### config.mk
export PLATFORM = sky130hd
export DESIGN_NAME = hnet_top
export DESIGN_NICKNAME = d
export VERILOG_FILES = /design/src/hnet_pkg.sv /design/src/hnet_range_cfg.sv /design/src/hnet_split_1to2.sv /design/src/hnet_top.sv /design/src/hnet_traffic_1to2.sv
export SDC_FILE = /design/constraint.sdc
export NUM_CORES = 1
export LEC_CHECK = 0
export CAP_MARGIN = 10
export CORE_UTILIZATION = 50
export DETAILED_ROUTE_END_ITERATION = 6
export DONT_BUFFER_PORTS = 1
export PLACE_DENSITY = 0.61
export SLEW_MARGIN = 20
export SYNTH_ARGS = -nofsm -noshare
export SYNTH_HDL_FRONTEND = slang
export SYNTH_SLANG_ARGS = --single-unit
### constraint.sdc
create_clock -name i_clk -period 8.4 [get_ports i_clk]
set_clock_uncertainty 0.1 [all_clocks]
set_input_delay 1.68 -clock i_clk [delete_from_list [all_inputs] [get_ports i_clk]]
set_output_delay 1.68 -clock i_clk [all_outputs]
set_load 0.01 [all_outputs]
### src/hnet_pkg.sv
`default_nettype none

package hnet_pkg;

	// Message field widths
	localparam int ASZ = 8;
	localparam int DSZ = 16;

	// Configuration register map
	localparam int CFG_AW = 3;
	localparam logic [CFG_AW-1:0] CFG_OPER_1   = 3'd0;
	localparam logic [CFG_AW-1:0] CFG_REF_1    = 3'd1;
	localparam logic [CFG_AW-1:0] CFG_OPER_2   = 3'd2;
	localparam logic [CFG_AW-1:0] CFG_REF_2    = 3'd3;
	localparam logic [CFG_AW-1:0] CFG_IS_RANGE = 3'd4;

	typedef enum logic [2:0] {
		CMP_EQ = 3'd0,
		CMP_NE = 3'd1,
		CMP_GT = 3'd2,
		CMP_GE = 3'd3,
		CMP_LT = 3'd4,
		CMP_LE = 3'd5
	} cmp_op_t;

	// Single comparison, unknown codes never match
	function automatic logic cmp_one(input logic [ASZ-1:0] addr, input cmp_op_t op,
			input logic [ASZ-1:0] ref_val);
		case (op)
			CMP_EQ:  return addr == ref_val;
			CMP_NE:  return addr != ref_val;
			CMP_GT:  return addr > ref_val;
			CMP_GE:  return addr >= ref_val;
			CMP_LT:  return addr < ref_val;
			CMP_LE:  return addr <= ref_val;
			default: return 1'b0;
		endcase
	endfunction

	// Range mode needs both comparisons to hold
	function automatic logic range_match(input logic [ASZ-1:0] addr, input logic is_range,
			input cmp_op_t op_1, input logic [ASZ-1:0] ref_1,
			input cmp_op_t op_2, input logic [ASZ-1:0] ref_2);
		return cmp_one(addr, op_1, ref_1) && (!is_range || cmp_one(addr, op_2, ref_2));
	endfunction

endpackage

`default_nettype wire

### src/hnet_range_cfg.sv
`default_nettype none

module hnet_range_cfg (
	input  wire                            i_clk,
	input  wire                            i_rst_n,
	input  wire                            i_cfg_we,
	input  wire [hnet_pkg::CFG_AW-1:0]     i_cfg_addr,
	input  wire [hnet_pkg::ASZ-1:0]        i_cfg_wdata,
	input  wire                            i_run,
	// Live settings for the splitter
	output hnet_pkg::cmp_op_t              o_oper_1,
	output logic [hnet_pkg::ASZ-1:0]       o_ref_1,
	output hnet_pkg::cmp_op_t              o_oper_2,
	output logic [hnet_pkg::ASZ-1:0]       o_ref_2,
	output logic                           o_is_range,
	// Copy taken when traffic starts
	output hnet_pkg::cmp_op_t              o_snap_oper_1,
	output logic [hnet_pkg::ASZ-1:0]       o_snap_ref_1,
	output hnet_pkg::cmp_op_t              o_snap_oper_2,
	output logic [hnet_pkg::ASZ-1:0]       o_snap_ref_2,
	output logic                           o_snap_is_range
);
	import hnet_pkg::*;

	logic r_run_d;

	// Register writes, visible on the next cycle
	always_ff @(posedge i_clk) begin
		if (!i_rst_n) begin
			o_oper_1   <= CMP_GT;
			o_ref_1    <= '0;
			o_oper_2   <= CMP_GT;
			o_ref_2    <= '0;
			o_is_range <= 1'b0;
		end else if (i_cfg_we) begin
			case (i_cfg_addr)
				CFG_OPER_1:   o_oper_1   <= cmp_op_t'(i_cfg_wdata[2:0]);
				CFG_REF_1:    o_ref_1    <= i_cfg_wdata;
				CFG_OPER_2:   o_oper_2   <= cmp_op_t'(i_cfg_wdata[2:0]);
				CFG_REF_2:    o_ref_2    <= i_cfg_wdata;
				CFG_IS_RANGE: o_is_range <= i_cfg_wdata[0];
				default: ;
			endcase
		end
	end

	// Snapshot on the rising edge of run
	always_ff @(posedge i_clk) begin
		if (!i_rst_n) begin
			r_run_d         <= 1'b0;
			o_snap_oper_1   <= CMP_GT;
			o_snap_ref_1    <= '0;
			o_snap_oper_2   <= CMP_GT;
			o_snap_ref_2    <= '0;
			o_snap_is_range <= 1'b0;
		end else begin
			r_run_d <= i_run;
			if (i_run && !r_run_d) begin
				o_snap_oper_1   <= o_oper_1;
				o_snap_ref_1    <= o_ref_1;
				o_snap_oper_2   <= o_oper_2;
				o_snap_ref_2    <= o_ref_2;
				o_snap_is_range <= o_is_range;
			end
		end
	end

	// Writes from outside must hit a real register
	a_cfg_addr_valid: assert property (@(posedge i_clk) disable iff (!i_rst_n)
		i_cfg_we |-> (i_cfg_addr <= CFG_IS_RANGE));

endmodule

`default_nettype wire

### src/hnet_split_1to2.sv
`default_nettype none

module hnet_split_1to2 (
	input  wire                       i_clk,
	input  wire                       i_rst_n,
	// Incoming message
	input  wire                       i_in_req,
	input  wire [hnet_pkg::ASZ-1:0]   i_in_src,
	input  wire [hnet_pkg::ASZ-1:0]   i_in_dst,
	input  wire [hnet_pkg::DSZ-1:0]   i_in_dat,
	output logic                      o_in_ack,
	// Output 0, destinations that match
	output logic                      o_out0_req,
	output logic [hnet_pkg::ASZ-1:0]  o_out0_src,
	output logic [hnet_pkg::ASZ-1:0]  o_out0_dst,
	output logic [hnet_pkg::DSZ-1:0]  o_out0_dat,
	input  wire                       i_out0_ack,
	// Output 1, everything else
	output logic                      o_out1_req,
	output logic [hnet_pkg::ASZ-1:0]  o_out1_src,
	output logic [hnet_pkg::ASZ-1:0]  o_out1_dst,
	output logic [hnet_pkg::DSZ-1:0]  o_out1_dat,
	input  wire                       i_out1_ack,
	// Live comparison settings
	input  wire hnet_pkg::cmp_op_t    i_oper_1,
	input  wire [hnet_pkg::ASZ-1:0]   i_ref_1,
	input  wire hnet_pkg::cmp_op_t    i_oper_2,
	input  wire [hnet_pkg::ASZ-1:0]   i_ref_2,
	input  wire                       i_is_range
);
	import hnet_pkg::*;

	typedef enum logic [1:0] {S_IDLE, S_LATCH, S_SEND, S_DONE} state_t;

	state_t           r_state;
	logic             r_sel0;
	logic [ASZ-1:0]   r_src;
	logic [ASZ-1:0]   r_dst;
	logic [DSZ-1:0]   r_dat;
	logic             w_take;

	// Accept only once both outputs have finished their last exchange
	assign w_take = (r_state == S_IDLE) && i_in_req && !i_out0_ack && !i_out1_ack;

	// Message holding registers
	always_ff @(posedge i_clk) begin
		if (w_take) begin
			r_src  <= i_in_src;
			r_dst  <= i_in_dst;
			r_dat  <= i_in_dat;
			r_sel0 <= range_match(i_in_dst, i_is_range, i_oper_1, i_ref_1, i_oper_2, i_ref_2);
		end
	end

	always_ff @(posedge i_clk) begin
		if (!i_rst_n) begin
			r_state    <= S_IDLE;
			o_in_ack   <= 1'b0;
			o_out0_req <= 1'b0;
			o_out1_req <= 1'b0;
		end else begin
			case (r_state)
				S_IDLE: if (w_take) r_state <= S_LATCH;
				S_LATCH: begin
					o_out0_req <= r_sel0;
					o_out1_req <= !r_sel0;
					r_state    <= S_SEND;
				end
				S_SEND: begin
					// Selected sink took it, release and ack upstream
					if ((o_out0_req && i_out0_ack) || (o_out1_req && i_out1_ack)) begin
						o_out0_req <= 1'b0;
						o_out1_req <= 1'b0;
						o_in_ack   <= 1'b1;
						r_state    <= S_DONE;
					end
				end
				S_DONE: begin
					if (!i_in_req) begin
						o_in_ack <= 1'b0;
						r_state  <= S_IDLE;
					end
				end
				default: r_state <= S_IDLE;
			endcase
		end
	end

	// Both sides show the same fields; only req tells them apart
	assign o_out0_src = r_src;
	assign o_out0_dst = r_dst;
	assign o_out0_dat = r_dat;
	assign o_out1_src = r_src;
	assign o_out1_dst = r_dst;
	assign o_out1_dat = r_dat;

	a_one_output: assert property (@(posedge i_clk) disable iff (!i_rst_n)
		!(o_out0_req && o_out1_req));

	// Sender must hold its fields until we ack
	a_in_stable: assert property (@(posedge i_clk) disable iff (!i_rst_n)
		(i_in_req && !o_in_ack) |=>
			(i_in_req && $stable(i_in_src) && $stable(i_in_dst) && $stable(i_in_dat)));

endmodule

`default_nettype wire

### src/hnet_top.sv
`default_nettype none

module hnet_top #(
	parameter logic [hnet_pkg::ASZ-1:0] MIN_ADDR = 8'd1,
	parameter logic [hnet_pkg::ASZ-1:0] MAX_ADDR = 8'd15
) (
	input  wire                        i_clk,
	input  wire                        i_rst_n,
	input  wire                        i_run,
	input  wire                        i_cfg_we,
	input  wire [hnet_pkg::CFG_AW-1:0] i_cfg_addr,
	input  wire [hnet_pkg::ASZ-1:0]    i_cfg_wdata,
	output wire [hnet_pkg::DSZ-1:0]    o_0_ck_dat,
	output wire                        o_0_err,
	output wire [hnet_pkg::DSZ-1:0]    o_1_ck_dat,
	output wire                        o_1_err
);
	import hnet_pkg::*;

	// Live and snapshot settings
	cmp_op_t         oper_1, oper_2, snap_oper_1, snap_oper_2;
	logic [ASZ-1:0]  ref_1, ref_2, snap_ref_1, snap_ref_2;
	logic            is_range, snap_is_range;

	// Source to splitter
	logic            in_req, in_ack;
	logic [ASZ-1:0]  in_src, in_dst;
	logic [DSZ-1:0]  in_dat;

	// Splitter to sinks
	logic            out0_req, out0_ack, out1_req, out1_ack;
	logic [ASZ-1:0]  out0_src, out0_dst, out1_src, out1_dst;
	logic [DSZ-1:0]  out0_dat, out1_dat;

	hnet_range_cfg u_cfg (
		.i_clk(i_clk), .i_rst_n(i_rst_n), .i_cfg_we(i_cfg_we), .i_cfg_addr(i_cfg_addr),
		.i_cfg_wdata(i_cfg_wdata), .i_run(i_run),
		.o_oper_1(oper_1), .o_ref_1(ref_1), .o_oper_2(oper_2), .o_ref_2(ref_2),
		.o_is_range(is_range),
		.o_snap_oper_1(snap_oper_1), .o_snap_ref_1(snap_ref_1),
		.o_snap_oper_2(snap_oper_2), .o_snap_ref_2(snap_ref_2),
		.o_snap_is_range(snap_is_range)
	);

	hnet_split_1to2 u_split (
		.i_clk(i_clk), .i_rst_n(i_rst_n),
		.i_in_req(in_req), .i_in_src(in_src), .i_in_dst(in_dst), .i_in_dat(in_dat),
		.o_in_ack(in_ack),
		.o_out0_req(out0_req), .o_out0_src(out0_src), .o_out0_dst(out0_dst),
		.o_out0_dat(out0_dat), .i_out0_ack(out0_ack),
		.o_out1_req(out1_req), .o_out1_src(out1_src), .o_out1_dst(out1_dst),
		.o_out1_dat(out1_dat), .i_out1_ack(out1_ack),
		.i_oper_1(oper_1), .i_ref_1(ref_1), .i_oper_2(oper_2), .i_ref_2(ref_2),
		.i_is_range(is_range)
	);

	hnet_traffic_1to2 #(.MIN_ADDR(MIN_ADDR), .MAX_ADDR(MAX_ADDR)) u_traffic (
		.i_clk(i_clk), .i_rst_n(i_rst_n), .i_run(i_run),
		.o_src_req(in_req), .o_src_src(in_src), .o_src_dst(in_dst), .o_src_dat(in_dat),
		.i_src_ack(in_ack),
		.i_snk0_req(out0_req), .i_snk0_src(out0_src), .i_snk0_dst(out0_dst),
		.i_snk0_dat(out0_dat), .o_snk0_ack(out0_ack),
		.i_snk1_req(out1_req), .i_snk1_src(out1_src), .i_snk1_dst(out1_dst),
		.i_snk1_dat(out1_dat), .o_snk1_ack(out1_ack),
		.i_snap_oper_1(snap_oper_1), .i_snap_ref_1(snap_ref_1),
		.i_snap_oper_2(snap_oper_2), .i_snap_ref_2(snap_ref_2),
		.i_snap_is_range(snap_is_range),
		.o_0_ck_dat(o_0_ck_dat), .o_0_err(o_0_err),
		.o_1_ck_dat(o_1_ck_dat), .o_1_err(o_1_err)
	);

endmodule

`default_nettype wire

### src/hnet_traffic_1to2.sv
`default_nettype none

module hnet_traffic_1to2 #(
	parameter logic [hnet_pkg::ASZ-1:0] MIN_ADDR = 8'd1,
	parameter logic [hnet_pkg::ASZ-1:0] MAX_ADDR = 8'd15
) (
	input  wire                       i_clk,
	input  wire                       i_rst_n,
	input  wire                       i_run,
	// Source side
	output logic                      o_src_req,
	output logic [hnet_pkg::ASZ-1:0]  o_src_src,
	output logic [hnet_pkg::ASZ-1:0]  o_src_dst,
	output logic [hnet_pkg::DSZ-1:0]  o_src_dat,
	input  wire                       i_src_ack,
	// Sink 0
	input  wire                       i_snk0_req,
	input  wire [hnet_pkg::ASZ-1:0]   i_snk0_src,
	input  wire [hnet_pkg::ASZ-1:0]   i_snk0_dst,
	input  wire [hnet_pkg::DSZ-1:0]   i_snk0_dat,
	output logic                      o_snk0_ack,
	// Sink 1
	input  wire                       i_snk1_req,
	input  wire [hnet_pkg::ASZ-1:0]   i_snk1_src,
	input  wire [hnet_pkg::ASZ-1:0]   i_snk1_dst,
	input  wire [hnet_pkg::DSZ-1:0]   i_snk1_dat,
	output logic                      o_snk1_ack,
	// Settings captured at run start
	input  wire hnet_pkg::cmp_op_t    i_snap_oper_1,
	input  wire [hnet_pkg::ASZ-1:0]   i_snap_ref_1,
	input  wire hnet_pkg::cmp_op_t    i_snap_oper_2,
	input  wire [hnet_pkg::ASZ-1:0]   i_snap_ref_2,
	input  wire                       i_snap_is_range,
	output logic [hnet_pkg::DSZ-1:0]  o_0_ck_dat,
	output logic                      o_0_err,
	output logic [hnet_pkg::DSZ-1:0]  o_1_ck_dat,
	output logic                      o_1_err
);
	import hnet_pkg::*;

	logic w_0_match;
	logic w_1_match;

	// Source, one message in flight
	always_ff @(posedge i_clk) begin
		if (!i_rst_n) begin
			o_src_req <= 1'b0;
			o_src_dst <= MIN_ADDR;
			o_src_dat <= 16'd1;
		end else if (o_src_req) begin
			if (i_src_ack) begin
				o_src_req <= 1'b0;
				o_src_dst <= (o_src_dst >= MAX_ADDR) ? MIN_ADDR : o_src_dst + 1'b1;
				o_src_dat <= o_src_dat + 1'b1;
			end
		end else if (i_run && !i_src_ack) begin
			o_src_req <= 1'b1;
		end
	end

	assign o_src_src = '0;

	assign w_0_match = range_match(i_snk0_dst, i_snap_is_range, i_snap_oper_1, i_snap_ref_1,
		i_snap_oper_2, i_snap_ref_2);
	assign w_1_match = range_match(i_snk1_dst, i_snap_is_range, i_snap_oper_1, i_snap_ref_1,
		i_snap_oper_2, i_snap_ref_2);

	// Sink 0 wants matching destinations
	always_ff @(posedge i_clk) begin
		if (!i_rst_n) begin
			o_snk0_ack <= 1'b0;
			o_0_ck_dat <= '0;
			o_0_err    <= 1'b0;
		end else if (i_snk0_req && !o_snk0_ack) begin
			// Ack even a bad message so traffic keeps moving
			o_snk0_ack <= 1'b1;
			if (!w_0_match || (i_snk0_src != '0))
				o_0_err <= 1'b1;
			else
				o_0_ck_dat <= i_snk0_dat;
		end else if (!i_snk0_req && o_snk0_ack) begin
			o_snk0_ack <= 1'b0;
		end
	end

	// Sink 1 wants the rest
	always_ff @(posedge i_clk) begin
		if (!i_rst_n) begin
			o_snk1_ack <= 1'b0;
			o_1_ck_dat <= '0;
			o_1_err    <= 1'b0;
		end else if (i_snk1_req && !o_snk1_ack) begin
			o_snk1_ack <= 1'b1;
			if (w_1_match || (i_snk1_src != '0))
				o_1_err <= 1'b1;
			else
				o_1_ck_dat <= i_snk1_dat;
		end else if (!i_snk1_req && o_snk1_ack) begin
			o_snk1_ack <= 1'b0;
		end
	end

	a_addr_order: assert property (@(posedge i_clk) disable iff (!i_rst_n)
		MIN_ADDR <= MAX_ADDR);

endmodule

`default_nettype wire

==> results.cfg <==
[sta]
slew_headroom_pct = 35.4
fin_crit_sh_pct = 32.1
finalCriticalPeriod_ps = 2690
tightest_slew_ps = 969
fmax_ghz = 0.371
finalHoldViolations = 0
finalMaxSlewViolations = 0
rsz0062_at_grt = false
setup_viol_count_final = 0
tns_ps = 0

[logic_synthesis]
ys_seq_elements = 138
ys.flop_type = dfxtp_1
yosys-top-cells-area = dfxtp_1 36%, edfxtp_1 12%, ha_1 8.3%
synth_common_cells = 138 x nand2_1, 113 x dfxtp_1, 45 x mux2i_1
yosysTopAreaCell = dfxtp_1
synthCells = 663
synth.yosys.seq_area_share_pct = 47.6
synthArstFlopShare_pct = 0
synth.most_common_cell = nand2_1
synth_edf_count = 25
syn_area_per_cell_um2 = 9.55
syn_area_um2 = 6330
synth_cell_types = 51
synth_fp_nets = 720
synth_warnings = 0
yosysTopAreaCellShare_pct = 35.7

[clock_network]
cts_buffer_depth = 2
htreeDepth = 4
insertion_delay_ps = 410
clkTransAtPathRegs_ps = 60
cts.sinks = 138
holdBufCountCts = 0
cts_root_buf = clkbuf_16
cts_tree = yes
cts_setup_buffers = 0
numCtsBuffers = 17
cts_resized = 0

[drt]
wl_per_cell_um = 15.1
antenna_left = 0
first_iter_violations = 285
vias_per_cell = 5.16
drt_wl_total_um = 12700
drcViolationCount = 0
num_vias = 4333
dr.pass1.iters = 4

[critical_path]
cp_slowest_cell = edfxtp_1
r2r_slack_ps = 5710
end_kind = flip-flop
cp.required_ps = 8640
rr_worst_depth = 8
critical_path.top_delay_family = simple AND/OR/NAND/NOR gates
crit_buf_inv = 0
r2r_start = u_split.o_out0_dst[6]
start_kind = flip-flop
critPathMaxStageDelay_ps = 410
crit_fanout = 16
worstSetupPathType = reg -> reg
cp_cell_sequence = ha_1 > nand4_2 > or3_1 > a32oi_1 > o21ai_2 > o32a_2 > nand2_4 > mux2i_1
r2r_end = u_traffic.o_0_ck_dat[9]
crit_arrival_ps = 2930

[placed_design]
hpwl_um = 9210
portBuffers = 0
dpl.cell_count = 808
globalplace.congestion = 0.834

[worst_hold_path]
whs_path_depth = 2
holdPathEnd = u_cfg.o_snap_ref_1[2]
hold_path.class = reg -> reg
hold_start = u_cfg.o_snap_ref_1[2]

[die]
die_height_um = 115
die_area_um2 = 13100
num_rows = 40
ios = 49
die_x_um = 115
core_um2 = 12200
start_util_pct = 52.0

[final_layout]
drive_above_1_share_pct = 6.10
area_growth_pct = 10.3
post-route-util_pct = 57.4
diodes = 0
finalNetCount = 716
layoutNonFillerInstCount = 840

[global_routing]
grt_max_degree = 125
grtUsageTotal_pct = 21.0
antenna_found_initial = 0
grt_overflow_total = 0
grt_pass1_vias = 4210
grt_pass1_wl_um = 20900

[status]
status = completed

[power_and_ir_drop]
total_power_mw = 1.80
power_density_nw_per_um2 = 258
p_leak_nw = 2.81
irDropWorstVdd_mv = 0.134

[run]
drv_cap = 0
-- power breakdown --
part	total, mW	switching [mW]	internal [mW]	leakage [nW]
combinational	0.276	0.159	0.118	1.39
sequential	0.817	0.0603	0.757	1.15
clock	0.710	0.286	0.424	0.274
total	1.80	0.505	1.30	2.81
-- cells in the final DEF (no fill, tap or decap), types with 3 or more instances in the layout --
master      instances
clkbuf_16          17
clkinvlp_4          3
xnor2_1            16
xor2_1              3
nand2b_1            8
nand3_1            12
a21boi_0           32
nand2_1           138
nor3_1              5
a21o_1              5
inv_6               3
nor2b_1            26
nor2_1             27
o21ai_0            10
or3_1               3
ha_1               42
a21oi_1            25
inv_1              39
mux2i_1            45
and3_1              6
dfxtp_1           113
and2_1             15
edfxtp_1           25
nand4_1            11
-- sequential cells by signal, summed over array words and instances, names as in the netlist, 16 cells and up --
name / count
u_traffic.o_src_dat: 16
u_traffic.o_0_ck_dat: 16
u_traffic.o_1_ck_dat: 16
u_split.o_out0_dat: 16
-- layer usage --
metal	GRT usage (%)	routed length (um)	share of wire [%]	vias up
li1	-	-	-	2234
met1	28.8	6480	51	1997
met2	31.8	5480	43	86
met3	5.29	540	4.3	16
met4	7.79	174	1.4	0
met5	0	0	0	-
-- cell type report --
| class | count | area, um2 |
|---|---|---|
| repair buffers | 1 | 7.51 |
| clock buffers | 19 | 453 |
| well taps | 168 | 210 |
| clock inverters | 13 | 116 |
| flip-flops and latches | 138 | 3010 |
| fillers | 1114 | 5180 |
| inverters | 39 | 146 |
| multi-input cells | 462 | 3040 |
-- worst max path at each step --
stage               slack [ps]                   from  depth (start not counted)                        to
CTS                       5660  u_split.o_out0_dst[6]                          8   u_traffic.o_0_ck_dat[9]
global route              5530  u_split.o_out0_dst[5]                          8  u_traffic.o_0_ck_dat[10]
global placement          5480               i_cfg_we                          4          u_cfg.o_ref_1[0]
finish                    5710  u_split.o_out0_dst[6]                          8   u_traffic.o_0_ck_dat[9]
detailed placement        5440               i_cfg_we                          4          u_cfg.o_ref_1[0]
floorplan                 5300     u_split.r_state[0]                          7        u_split.r_state[1]
-- cells by family after synthesis --
family                     Yosys count  share of synthesized area (%)
AOI/OAI and AO/OA                   88                           9.59
xor gates and xnor gates            19                           2.63
and+or+nand+nor                    268                           20.2
muxes                               45                           7.12
DFF                                138                           47.6
buffers and inverters               63                           4.55
adders and majority gates           42                           8.30
-- worst min-delay path: cells and delay by family (launching register included) --
family / cells / cell delay, ps
and+or+nand+nor: 1 / 50
DFF: 1 / 310
AOI/OAI and AO/OA: 1 / 60
-- metrics by stage --
step	cell area [um2]	hold WS, ps	setup slack [ps]
floorplan	6330	329	5300
global placement	6410	343	5480
detailed placement	6410	350	5440
CTS	6980	364	5660
global route	6980	386	5530
finish	6980	363	5710
(Power assumes the default switching activity.)
